`src/hw/game_pkg.sv`:
```
`default_nettype none

package game_pkg;

    typedef logic [7:0] xpos_t;
    typedef logic [7:0] ypos_t;
    typedef logic [2:0] rgb_t;

    // Reduced raster, not a standard video mode
    localparam xpos_t screen_width  = 8'd160;
    localparam ypos_t screen_height = 8'd120;
    localparam xpos_t h_total       = 8'd200;
    localparam ypos_t v_total       = 8'd130;
    localparam xpos_t h_sync_start  = 8'd168;
    localparam xpos_t h_sync_len    = 8'd12;
    localparam ypos_t v_sync_start  = 8'd122;
    localparam ypos_t v_sync_len    = 8'd2;

    localparam xpos_t sprite_size = 8'd8;

    typedef struct packed {
        xpos_t left;
        xpos_t right;
        ypos_t top;
        ypos_t bottom;
        logic  valid;
    } sprite_box_t;

    typedef enum logic [1:0] {state_idle, state_shoot, state_won, state_lost} game_state_t;

    localparam int          mixer_stages     = 3;
    localparam logic [15:0] end_timer_cycles = 16'd65000;

    // Colours are {r, g, b}
    localparam rgb_t colour_won  = 3'b010;
    localparam rgb_t colour_lost = 3'b100;

endpackage

`default_nettype wire

```
`src/hw/sprite_ctrl_if.sv`:
```
`timescale 1ns/1ns
`default_nettype none

interface sprite_ctrl_if;

    import game_pkg::*;

    // Strobes and level from the master FSM
    logic write_xy;
    logic write_dxy;
    logic enable_update;

    // Status back from the sprite engine
    logic        within_screen;
    sprite_box_t box;

    modport fsm
    (
        output write_xy,
        output write_dxy,
        output enable_update,
        input  within_screen,
        input  box
    );

    modport sprite
    (
        input  write_xy,
        input  write_dxy,
        input  enable_update,
        output within_screen,
        output box
    );

endinterface

`default_nettype wire

```
`src/hw/raster_timing.sv`:
```
`timescale 1ns/1ns
`default_nettype none

module raster_timing
(
    input  wire             clk,
    input  wire             reset,
    output logic            hsync,
    output logic            vsync,
    output logic            display_on,
    output logic            end_of_frame,
    output game_pkg::xpos_t pixel_x,
    output game_pkg::ypos_t pixel_y
);

    import game_pkg::*;

    xpos_t h_count;
    ypos_t v_count;

    always_ff @(posedge clk)
    begin
        if (reset)
        begin
            h_count <= '0;
            v_count <= '0;
        end
        else if (h_count == h_total - 1'b1)
        begin
            h_count <= '0;
            v_count <= (v_count == v_total - 1'b1) ? '0 : v_count + 1'b1;
        end
        else
        begin
            h_count <= h_count + 1'b1;
        end
    end

    // Registered, so these trail the counters by one clock like the sprite pixels
    always_ff @(posedge clk)
    begin
        if (reset)
        begin
            hsync      <= 1'b0;
            vsync      <= 1'b0;
            display_on <= 1'b0;
        end
        else
        begin
            hsync      <= h_count >= h_sync_start && h_count < h_sync_start + h_sync_len;
            vsync      <= v_count >= v_sync_start && v_count < v_sync_start + v_sync_len;
            display_on <= h_count < screen_width && v_count < screen_height;
        end
    end

    assign end_of_frame = h_count == h_total - 1'b1 && v_count == v_total - 1'b1;
    assign pixel_x      = h_count;
    assign pixel_y      = v_count;

endmodule

`default_nettype wire

```
`src/hw/game_random.sv`:
```
`timescale 1ns/1ns
`default_nettype none

module game_random
(
    input  wire         clk,
    input  wire         reset,
    output logic [15:0] random
);

    // Galois form of x^16 + x^14 + x^13 + x^11 + 1
    always_ff @(posedge clk)
    begin
        if (reset)
            random <= 16'hace1;
        else
            random <= {1'b0, random[15:1]} ^ (random[0] ? 16'hb400 : 16'h0000);
    end

endmodule

`default_nettype wire

```
`src/hw/game_sprite.sv`:
```
`timescale 1ns/1ns
`default_nettype none

module game_sprite
#(
    parameter type              delta_x_t = logic signed [1:0],
    parameter type              delta_y_t = logic signed [1:0],
    parameter logic [0:7][31:0] image     = {8{32'h7777_7777}}
)
(
    input  wire                  clk,
    input  wire                  reset,
    sprite_ctrl_if.sprite        ctrl,
    input  wire                  end_of_frame,
    input  wire game_pkg::xpos_t pixel_x,
    input  wire game_pkg::ypos_t pixel_y,
    input  wire game_pkg::xpos_t write_x,
    input  wire game_pkg::ypos_t write_y,
    input  wire delta_x_t        write_dx,
    input  wire delta_y_t        write_dy,
    output logic                 rgb_en,
    output game_pkg::rgb_t       rgb
);

    import game_pkg::*;

    xpos_t       x;
    ypos_t       y;
    delta_x_t    dx;
    delta_y_t    dy;
    logic        active;
    xpos_t       rel_x;
    ypos_t       rel_y;
    logic [31:0] row;
    logic [3:0]  nibble;
    logic        hit;

    always_ff @(posedge clk)
    begin
        if (reset)
        begin
            x      <= '0;
            y      <= '0;
            dx     <= '0;
            dy     <= '0;
            active <= 1'b0;
        end
        else
        begin
            if (ctrl.write_xy)
            begin
                x <= write_x;
                y <= write_y;
            end
            else if (ctrl.enable_update && end_of_frame)
            begin
                // Velocity is signed, the casts sign-extend it
                x <= x + xpos_t'(dx);
                y <= y + ypos_t'(dy);
            end

            if (ctrl.write_dxy)
            begin
                dx <= write_dx;
                dy <= write_dy;
            end

            // Visible from the load until the FSM stops the motion
            if (ctrl.write_xy)
                active <= 1'b1;
            else if (!ctrl.enable_update)
                active <= 1'b0;
        end
    end

    assign ctrl.box = '{left:   x,
                        right:  x + (sprite_size - 1'b1),
                        top:    y,
                        bottom: y + (sprite_size - 1'b1),
                        valid:  active};

    // A wrap past zero shows up as a large coordinate
    assign ctrl.within_screen = x <= screen_width - sprite_size
                             && y <= screen_height - sprite_size;

    assign rel_x  = pixel_x - x;
    assign rel_y  = pixel_y - y;
    assign row    = image[rel_y[2:0]];
    assign nibble = row[{~rel_x[2:0], 2'b00} +: 4];
    assign hit    = active && rel_x < sprite_size && rel_y < sprite_size;

    always_ff @(posedge clk)
    begin
        if (reset)
            rgb_en <= 1'b0;
        else
            rgb_en <= hit && nibble != 4'h0;
    end

    always_ff @(posedge clk)
        rgb <= nibble[2:0];

endmodule

`default_nettype wire

```
`src/hw/game_overlap.sv`:
```
`timescale 1ns/1ns
`default_nettype none

module game_overlap
(
    input  wire                        clk,
    input  wire                        reset,
    input  wire game_pkg::sprite_box_t box_a,
    input  wire game_pkg::sprite_box_t box_b,
    output logic                       overlap
);

    always_ff @(posedge clk)
    begin
        if (reset)
            overlap <= 1'b0;
        else
            overlap <= box_a.valid && box_b.valid
                    && box_a.left <= box_b.right  && box_b.left <= box_a.right
                    && box_a.top  <= box_b.bottom && box_b.top  <= box_a.bottom;
    end

endmodule

`default_nettype wire

```
`src/hw/game_master_fsm.sv`:
```
`timescale 1ns/1ns
`default_nettype none

module game_master_fsm
(
    input  wire                   clk,
    input  wire                   reset,
    input  wire                   key,
    sprite_ctrl_if.fsm            target,
    sprite_ctrl_if.fsm            torpedo,
    input  wire                   collision,
    output game_pkg::game_state_t game_state
);

    import game_pkg::*;

    game_state_t state;
    logic        load_strobe;
    logic [15:0] timer;

    always_ff @(posedge clk)
    begin
        if (reset)
        begin
            state       <= state_idle;
            load_strobe <= 1'b0;
            timer       <= '0;
        end
        else
        begin
            load_strobe <= 1'b0;

            case (state)
            state_idle:
                if (key)
                begin
                    state       <= state_shoot;
                    load_strobe <= 1'b1;
                end

            state_shoot:
                if (collision)
                begin
                    state <= state_won;
                    timer <= end_timer_cycles - 1'b1;
                end
                // Screen status is stale until the load strobe has been taken
                else if (!load_strobe && (!target.within_screen || !torpedo.within_screen))
                begin
                    state <= state_lost;
                    timer <= end_timer_cycles - 1'b1;
                end

            state_won, state_lost:
                if (timer == '0)
                    state <= state_idle;
                else
                    timer <= timer - 1'b1;

            default:
                state <= state_idle;
            endcase
        end
    end

    // Both sprites are launched together
    assign target.write_xy       = load_strobe;
    assign target.write_dxy      = load_strobe;
    assign torpedo.write_xy      = load_strobe;
    assign torpedo.write_dxy     = load_strobe;

    assign target.enable_update  = state == state_shoot;
    assign torpedo.enable_update = state == state_shoot;

    assign game_state = state;

endmodule

`default_nettype wire

```
`src/hw/game_mixer.sv`:
```
`timescale 1ns/1ns
`default_nettype none

module game_mixer
(
    input  wire                        clk,
    input  wire                        reset,
    input  wire                        display_on,
    input  wire                        hsync_in,
    input  wire                        vsync_in,
    input  wire                        target_en,
    input  wire game_pkg::rgb_t        target_rgb,
    input  wire                        torpedo_en,
    input  wire game_pkg::rgb_t        torpedo_rgb,
    input  wire game_pkg::game_state_t game_state,
    output game_pkg::rgb_t             rgb,
    output logic                       hsync,
    output logic                       vsync
);

    import game_pkg::*;

    rgb_t                        colour;
    rgb_t [mixer_stages - 1:0]   rgb_pipe;
    logic [mixer_stages - 1:0]   hsync_pipe;
    logic [mixer_stages - 1:0]   vsync_pipe;

    always_comb
    begin
        if (!display_on)
            colour = '0;
        else if (game_state == state_won)
            colour = colour_won;
        else if (game_state == state_lost)
            colour = colour_lost;
        else if (torpedo_en)
            colour = torpedo_rgb;
        else if (target_en)
            colour = target_rgb;
        else
            colour = '0;
    end

    // Colour and syncs share one pipeline to stay aligned
    always_ff @(posedge clk)
    begin
        if (reset)
        begin
            rgb_pipe   <= '0;
            hsync_pipe <= '0;
            vsync_pipe <= '0;
        end
        else
        begin
            rgb_pipe   <= {rgb_pipe[mixer_stages - 2:0], colour};
            hsync_pipe <= {hsync_pipe[mixer_stages - 2:0], hsync_in};
            vsync_pipe <= {vsync_pipe[mixer_stages - 2:0], vsync_in};
        end
    end

    assign rgb   = rgb_pipe[mixer_stages - 1];
    assign hsync = hsync_pipe[mixer_stages - 1];
    assign vsync = vsync_pipe[mixer_stages - 1];

endmodule

`default_nettype wire

```
`src/hw/game_top.sv`:
```
`timescale 1ns/1ns
`default_nettype none

module game_top
(
    input  wire             clk,
    input  wire             reset,
    input  wire             key,
    input  wire [1:0]       sw,
    output logic            hsync,
    output logic            vsync,
    output game_pkg::rgb_t  rgb
);

    import game_pkg::*;

    typedef logic signed [1:0] dx_t;
    typedef logic signed [0:0] target_dy_t;
    typedef logic signed [2:0] torpedo_dy_t;

    logic        raster_hsync;
    logic        raster_vsync;
    logic        display_on;
    logic        end_of_frame;
    xpos_t       pixel_x;
    ypos_t       pixel_y;
    logic [15:0] random;

    xpos_t       target_x;
    ypos_t       target_y;
    dx_t         target_dx;
    target_dy_t  target_dy;
    logic        target_en;
    rgb_t        target_rgb;

    xpos_t       torpedo_x;
    ypos_t       torpedo_y;
    dx_t         torpedo_dx;
    torpedo_dy_t torpedo_dy;
    logic        torpedo_en;
    rgb_t        torpedo_rgb;

    logic        collision;
    game_state_t game_state;

    sprite_ctrl_if target_ctrl ();
    sprite_ctrl_if torpedo_ctrl ();

    raster_timing raster
    (
        .clk          ( clk          ),
        .reset        ( reset        ),
        .hsync        ( raster_hsync ),
        .vsync        ( raster_vsync ),
        .display_on   ( display_on   ),
        .end_of_frame ( end_of_frame ),
        .pixel_x      ( pixel_x      ),
        .pixel_y      ( pixel_y      )
    );

    game_random random_generator
    (
        .clk    ( clk    ),
        .reset  ( reset  ),
        .random ( random )
    );

    // Target enters from the left moving right, or from the right moving left
    always_comb
    begin
        if (random[7])
        begin
            target_x  = '0;
            target_dx = 2'sb01;
        end
        else
        begin
            target_x  = screen_width - sprite_size;
            target_dx = {1'b1, random[6]};
        end
    end

    assign target_y  = screen_height / 8'd10 + {2'b00, random[5:0]};
    assign target_dy = '0;

    // Torpedo starts bottom centre, switches pick the drift
    assign torpedo_x  = (screen_width >> 1) - (sprite_size >> 1);
    assign torpedo_y  = screen_height - (sprite_size << 1);
    assign torpedo_dy = (sw == 2'b00) ? 3'sb111 : 3'sb110;

    always_comb
    begin
        case (sw)
        2'b01:   torpedo_dx = 2'sb01;
        2'b10:   torpedo_dx = 2'sb11;
        default: torpedo_dx = 2'sb00;
        endcase
    end

    game_sprite
    #(
        .delta_x_t ( dx_t        ),
        .delta_y_t ( target_dy_t ),
        .image     ( {32'h000bb000, 32'h00099000, 32'h00099000, 32'hb99ff99b,
                      32'hb99ff99b, 32'h00099000, 32'h00099000, 32'h000bb000} )
    )
    sprite_target
    (
        .clk          ( clk          ),
        .reset        ( reset        ),
        .ctrl         ( target_ctrl  ),
        .end_of_frame ( end_of_frame ),
        .pixel_x      ( pixel_x      ),
        .pixel_y      ( pixel_y      ),
        .write_x      ( target_x     ),
        .write_y      ( target_y     ),
        .write_dx     ( target_dx    ),
        .write_dy     ( target_dy    ),
        .rgb_en       ( target_en    ),
        .rgb          ( target_rgb   )
    );

    game_sprite
    #(
        .delta_x_t ( dx_t         ),
        .delta_y_t ( torpedo_dy_t ),
        .image     ( {32'h000cc000, 32'h00cccc00, 32'h0cceecc0, 32'hcccccccc,
                      32'hcc0cc0cc, 32'hcc0cc0cc, 32'hcc0cc0cc, 32'hcc0cc0cc} )
    )
    sprite_torpedo
    (
        .clk          ( clk          ),
        .reset        ( reset        ),
        .ctrl         ( torpedo_ctrl ),
        .end_of_frame ( end_of_frame ),
        .pixel_x      ( pixel_x      ),
        .pixel_y      ( pixel_y      ),
        .write_x      ( torpedo_x    ),
        .write_y      ( torpedo_y    ),
        .write_dx     ( torpedo_dx   ),
        .write_dy     ( torpedo_dy   ),
        .rgb_en       ( torpedo_en   ),
        .rgb          ( torpedo_rgb  )
    );

    game_overlap overlap
    (
        .clk     ( clk              ),
        .reset   ( reset            ),
        .box_a   ( target_ctrl.box  ),
        .box_b   ( torpedo_ctrl.box ),
        .overlap ( collision        )
    );

    game_master_fsm master_fsm
    (
        .clk        ( clk          ),
        .reset      ( reset        ),
        .key        ( key          ),
        .target     ( target_ctrl  ),
        .torpedo    ( torpedo_ctrl ),
        .collision  ( collision    ),
        .game_state ( game_state   )
    );

    game_mixer mixer
    (
        .clk         ( clk          ),
        .reset       ( reset        ),
        .display_on  ( display_on   ),
        .hsync_in    ( raster_hsync ),
        .vsync_in    ( raster_vsync ),
        .target_en   ( target_en    ),
        .target_rgb  ( target_rgb   ),
        .torpedo_en  ( torpedo_en   ),
        .torpedo_rgb ( torpedo_rgb  ),
        .game_state  ( game_state   ),
        .rgb         ( rgb          ),
        .hsync       ( hsync        ),
        .vsync       ( vsync        )
    );

endmodule

`default_nettype wire

```
`config.mk`:
```
export PLATFORM = sky130hd
export DESIGN_NAME = game_top
export DESIGN_NICKNAME = d
export VERILOG_FILES = /design/src/hw/game_pkg.sv /design/src/hw/sprite_ctrl_if.sv /design/src/hw/raster_timing.sv /design/src/hw/game_random.sv /design/src/hw/game_sprite.sv /design/src/hw/game_overlap.sv /design/src/hw/game_master_fsm.sv /design/src/hw/game_mixer.sv /design/src/hw/game_top.sv
export SDC_FILE = /design/constraint.sdc
export NUM_CORES = 1
export LEC_CHECK = 0
export ABC_AREA = 1
export BUFFER_PORTS_ARGS = -buffer_cell sky130_fd_sc_hd__buf_4
export CORE_ASPECT_RATIO = 0.8
export CORE_MARGIN = 2
export CORE_UTILIZATION = 60
export CTS_BUF_LIST = sky130_fd_sc_hd__clkbuf_4
export CTS_CLUSTER_DIAMETER = 100
export CTS_CLUSTER_SIZE = 14
export DETAILED_ROUTE_END_ITERATION = 12
export PLACE_DENSITY = 0.83
export SYNTH_ARGS = -nofsm -noshare
export SYNTH_HDL_FRONTEND = slang
export SYNTH_SLANG_ARGS = --single-unit
```
`constraint.sdc`:
```
create_clock -name clk -period 4.9 [get_ports clk]
set_input_delay 0.49 -clock clk [delete_from_list [all_inputs] [get_ports clk]]
set_output_delay 0.49 -clock clk [all_outputs]
set_load 0.02 [all_outputs]
```
# Yosys cells after proc, flatten, opt, wreduce, memory -nomap -nowiden
# Memory sizes are Yosys's and may differ from the RTL's.
# Cells that the tools add are included.
[word_totals]
ff_bits = 118
rom_bits = 512
inputBits = 5
output_inout_bits = 5
mem_count = 2
[memory_table]
columns = ["name", "words", "width", "read_ports", "rd_ports_with_merged_regs", "write_ports", "line", "text"]
rows = [
  ["(no name shown)", 8, 32, 1, 0, 0, "game_sprite.sv:88", "assign row = image[rel_y[2:0]];"],
  ["(no name shown)", 8, 32, 1, 0, 0, "game_sprite.sv:88", ""],
]
[op_classes]
n_addsub = 15
order_cmp = 20
n_eq_ne = 13
shift = 2
muxes = 33
bitwise_logic = 7
n_reduce_logical = 39
[op_table]
columns = ["operator", "count"]
rows = [
  ["two-way mux 32 bit", 4],
  ["two-way mux 16 bit", 4],
  ["variable part select 32 x 6 -> 4 bit", 2],
  ["two-way mux 8 bit", 5],
  ["adder 8 x 3 -> 8 bit (second input constant)", 4],
  ["less-or-equal comparator 8 bit", 4],
  ["< comparator 8 x 4 -> 1 bit (second input constant)", 4],
  ["one-hot mux 16 bit (2 select lines)", 1],
  ["subtractor 8 bit", 4],
  ["two-way mux 7 bit", 4],
  ["adder 8 bit", 3],
  ["logical AND 1 bit", 18],
  ["adder 8 x 1 -> 8 bit (second input constant)", 2],
  ["== test 8 bit (second input constant)", 2],
  ["less-or-equal comparator 8 x 7 -> 1 bit (second input constant)", 2],
  ["less-or-equal comparator 8 bit (second input constant)", 2],
  ["zero test 16 bit", 1],
  ["< comparator 8 x 7 -> 1 bit (second input constant)", 2],
  ["< comparator 8 bit (second input constant)", 2],
  ["subtractor 16 x 1 -> 16 bit (second input constant)", 1],
  ["XOR 15 x 16 -> 16 bit", 1],
  ["two-way mux 2 bit", 6],
  ["OR reduction 2 bit", 5],
  ["two-way mux 3 bit", 3],
  ["other kinds (24)", 43],
]

# Longest topological paths before layout
[depth]
depth_word = 8
mapped_depth = 16
ltp_nobuf = 16

# Hierarchy
# A second synthesis with hierarchy kept.
[hier_totals]
hier_cells = 1444
hier_area_um2 = 9644.2
[modules_own_cells]
columns = ["mod", "instances", "cells_per_inst", "area_per_inst_um2"]
rows = [
  ["game_sprite (sprite_target)", 1, 416, 2675.1],
  ["game_sprite (sprite_torpedo)", 1, 409, 2658.8],
  ["game_master_fsm", 1, 197, 1292.5],
  ["raster_timing", 1, 141, 1027.2],
  ["game_overlap", 1, 143, 888.4],
  ["game_mixer", 1, 66, 513.0],
  ["game_random", 1, 51, 474.2],
  ["game_top", 1, 21, 115.1],
]

# Worst setup path before layout
# No wires, ideal clock.
[synth_timing]
kind = "reg2reg"
start = "register sprite_target.x[1]"
end = "register overlap.overlap"
setup_ns = 0.113
arrival_ns = 1.948
slack_ns = 2.840
stages_incl_launch_ff = 14
path_buffers = 0
synth_period_minus_slack_ns = 2.060
cell_sequence = "dfxtp_1 -> inv_1 -> ha_1 -> a21oi_1 -> nand3_1 -> xor2_1 -> ha_1 -> nand2_1 -> nor2_1 -> nand2_1 -> o211ai_1 -> a21oi_1 -> nand2_1 -> nor2_1"
[synth_via]
elab_chain_len = 5
elab_cells_between_ends = 7
[synth_rtl]
columns = ["item", "line", "text"]
rows = [
  ["from (decl)", "game_sprite.sv:27", "xpos_t x;"],
  ["from (signal assigned)", "game_sprite.sv:52", "x <= write_x;"],
  ["from (signal assigned)", "game_sprite.sv:58", "x <= x + xpos_t'(dx);"],
  ["adder 8 x 3 -> 8 bit or less-or-equal comparator 8 bit (tied branches)", "game_sprite.sv:77, game_overlap.sv:19", ""],
  ["less-or-equal comparator 8 bit or logical AND 1 bit (tied branches)", "game_overlap.sv:19", "&& box_a.left <= box_b.right && box_b.left <= box_a.right"],
  ["logical AND 1 bit *", "game_overlap.sv:19", ""],
  ["logical AND 1 bit * (2 in a row)", "game_overlap.sv:20", "&& box_a.top <= box_b.bottom && box_b.top <= box_a.bottom;"],
  ["to (signal assigned)", "game_overlap.sv:18", "overlap <= box_a.valid && box_b.valid"],
  ["to (decl)", "game_overlap.sv:10", "output logic overlap"],
]
# Mark *: on every way between the ends. The rest lies on a longest branch, timed or not.
# A chain may end at the register's enable or synchronous reset.

# Worst setup path in the final report
[layout_timing]
start = "register sprite_torpedo.x[1]"
end = "register overlap.overlap"
[layout_via]
elab_chain_len = 6
elab_cells_between_ends = 7
[layout_rtl]
columns = ["item", "line", "text"]
rows = [
  ["from (decl)", "game_sprite.sv:27", ""],
  ["from (signal assigned)", "game_sprite.sv:52", ""],
  ["from (signal assigned)", "game_sprite.sv:58", ""],
  ["adder 8 x 3 -> 8 bit", "game_sprite.sv:77", "right: x + (sprite_size - 1'b1),"],
  ["less-or-equal comparator 8 bit", "game_overlap.sv:19", ""],
  ["logical AND 1 bit", "game_overlap.sv:19", ""],
  ["logical AND 1 bit *", "game_overlap.sv:19", ""],
  ["logical AND 1 bit * (2 in a row)", "game_overlap.sv:20", ""],
]
# Marks and branches as above.

==> metrics.txt <==
Post-CTS Resized=0; hold buffer count at cts=0; Clk Tree Root Cell=clkbuf_4; Yosys top cell by area=dfxtp_1; FFs w/ async S/R, synth=0%; CP Class=flip-flop to flip-flop; final WL=20100 um; most common cell in the netlist=nand2_1; CTS H-tree lvls=4; DRT antenna net count=0; hold crit path type=input port to flip-flop; post-synthesis sequential area ratio=27.8%; full die area=14800 sq um; Largest delay share family, worst path=simple AND/OR/NAND/NOR gates; Cell Area, Synth=8280 sq um; initial antenna violation count=0; peak supply drop=0.288 mV; FILL cells=1166; Die W=135 um; Pre-Repair DR Iteration Count=7; unique cell type count in the Yosys netlist=50; max_slew headroom=49.1%; number of nets in the layout=1279; Worst EP required=5400 ps; Final Cycle Share=50.9%; Pwr Density=352 nW/um^2; WL per Instance=14.7 um; Row Count=38; Post-DP HPWL=14900 um; Bufs on Longest Clock Path=2; crit path max fanout=5; commonest register cell after synthesis=dfxtp_1; max-slew violations=0; slowest library cell on the worst path=dfxtp_1; Avg Inst Size Synth=7.09 sq um; RSZ-0062 raised after global routing=no; CP dominant cell by count=nand2_1; Area Overhead vs Synth=5.47%; Post-CTS Setup Bufs=0; vias in the first global route=7173; final worst slack=2410 ps; DR vias/cell=5.59; Final setup violation count=0; Post-Synthesis Net Count=1273; register bit total from synthesis=115; grt ovf=0; effective utilization at floorplan=61.3%; minimum clock period=2490 ps; synth top area cells=dfxtp_1 28%, ha_1 14%, nand2_1 11%; status=finished, final reports clean; largest net degree at the start of global routing=60; fin area=8730 sq um; Achievable Freq=0.401 GHz; Ports=10; n_diodes=0; placed cell area=8440 sq um; Final TNS setup=0 ps; Yosys top cell area share=27.8%; worst-skew pair later-pin latency=560 ps; Synth top cells by count=237 x nand2_1, 165 x inv_1, 115 x dfxtp_1; CTS buffer count=17; post-route DRC violation count=0; gr usage total=28.8%; Die Ht=109 um; Layout Utilization=64.7%; synth warn=0; CP peak stage delay=490 ps; CP Capture Type=flip-flop; CP startpoint kind=flip-flop; Sink Count=115; worst-margin pin slew=763 ps; critical path arrival=2990 ps; IO buf count=9; Max Clock Skew=18.3 ps; P_leak=4.21 nW; Post-synth EDFFs=0; Core ar.=13500 sq um; crit-path cells=inv_1 -> ha_1 -> nand2_1 -> nand3_1 -> nor2_1 -> xor2_1 -> ha_1 -> nand2_1 -> nor2_1 -> nand3_1 -> o21ai_0 -> nand2_1 -> inv_1 -> nand2_1 -> nor2_1; Syn Inst Count=1168; global-route wire length before repair=34000 um; Final Wtd Congestion=0.964; CTS tree=done; Worst Path Buf+Inv=2; max cap viols=0; share of cells above drive strength 1=8.09%; Via Count=7643; clock transition at the registers of the reported paths=130 ps; Placement Setup Slack=2460 ps; drt initial violations=629; count of final hold-check violations=0
[per-stage QoR]
stage | std cells | power (mW) | hold WS, ps
3_3_place_gp | 1335 | 2.29 | 389
4_1_cts | 1367 | 3.06 | 217
2_1_floorplan | 1168 | 2.11 | 388
3_5_place_dp | 1335 | 2.33 | 392
6_report | 1367 | 3.07 | 221
5_1_grt | 1367 | 3.29 | 210
[placed cells by master (no fill, tap or decap), types with 9 or more instances in the layout]
master / netlist / routed
nand2_1: 237 / 237
inv_1: 165 / 165
dfxtp_1: 115 / 115
nor2_1: 114 / 114
ha_1: 93 / 93
nand3_1: 90 / 90
a21oi_1: 89 / 89
xor2_1: 37 / 37
o21ai_0: 31 / 31
nand4_1: 30 / 30
clkbuf_4: 0 / 17
or2_2: 16 / 16
nand3b_1: 14 / 14
xnor2_1: 12 / 12
nor3_1: 10 / 10
buf_4: 4 / 10
nand2_2: 9 / 9
a21oi_2: 9 / 9
[path summary, 6_finish.rpt]
check	slack, ps	depth (start not counted)	to	from
max	2410	15	overlap.overlap	sprite_torpedo.x[1]
min	220	3	master_fsm.target.write_dxy	key
max reg2reg	2410	15	overlap.overlap	sprite_torpedo.x[1]
min reg2reg	390	2	mixer.rgb_pipe[3]	mixer.rgb_pipe[0]
[cell families after synthesis]
logic type                 count (synthesis)  share of synthesized area [%]
AOI/OAI and AO/OA                        171                           12.0
xor gates and xnor gates                  49                           5.18
and+or+nand+nor                          540                           29.9
DFF                                      115                           27.8
adders and majority gates                100                           15.7
buffers and inverters                    193                           9.34
[power breakdown]
part	switching [mW]	total (mW)	internal, mW
combinational	0.762	1.20	0.434
clock	0.466	0.740	0.275
sequential	0.111	1.14	1.03
total	1.34	3.07	1.73
[routing by layer]
layer / wire, um / GRT usage [%]
met1: 9060 / 38.1
met4: 591 / 10.8
met2: 9080 / 47.1
met3: 1380 / 5.44
met5: 0 / 0
[flip-flops by register name (all words and copies together) (netlist names), 2 cells and up]
name / flops
mixer.vsync_pipe: 3
sprite_torpedo.dx: 2
raster.pixel_x: 8
sprite_torpedo.rgb: 2
master_fsm.timer: 16
master_fsm.game_state: 2
sprite_target.y: 7
sprite_torpedo.y: 8
mixer.rgb: 3
mixer.hsync_pipe: 3
sprite_torpedo.x: 8
sprite_torpedo.dy: 2
random_generator.random: 16
raster.pixel_y: 8
sprite_target.x: 8
sprite_target.rgb: 3
mixer.rgb_pipe: 6
sprite_target.dx: 2
[area by class of cell]
cell class / instances / area, sq um / area share [%]
Multi-Input combinational cell: 860 / 5200 / 59.6
Sequential cell: 115 / 2300 / 26.4
Inverter: 170 / 638 / 7.31
Tap cell: 180 / 225 / 2.58
Clock inverter: 15 / 160 / 1.83
Clock buffer: 17 / 128 / 1.46
Timing Repair Buffer: 10 / 75.1 / 0.860
[worst min-delay path, delay by kind of cell]
family	cells	cell delay [ps]
simple gates	1	60
buf+inv	2	190
Note: power is estimated with default switching activity, not from simulation.
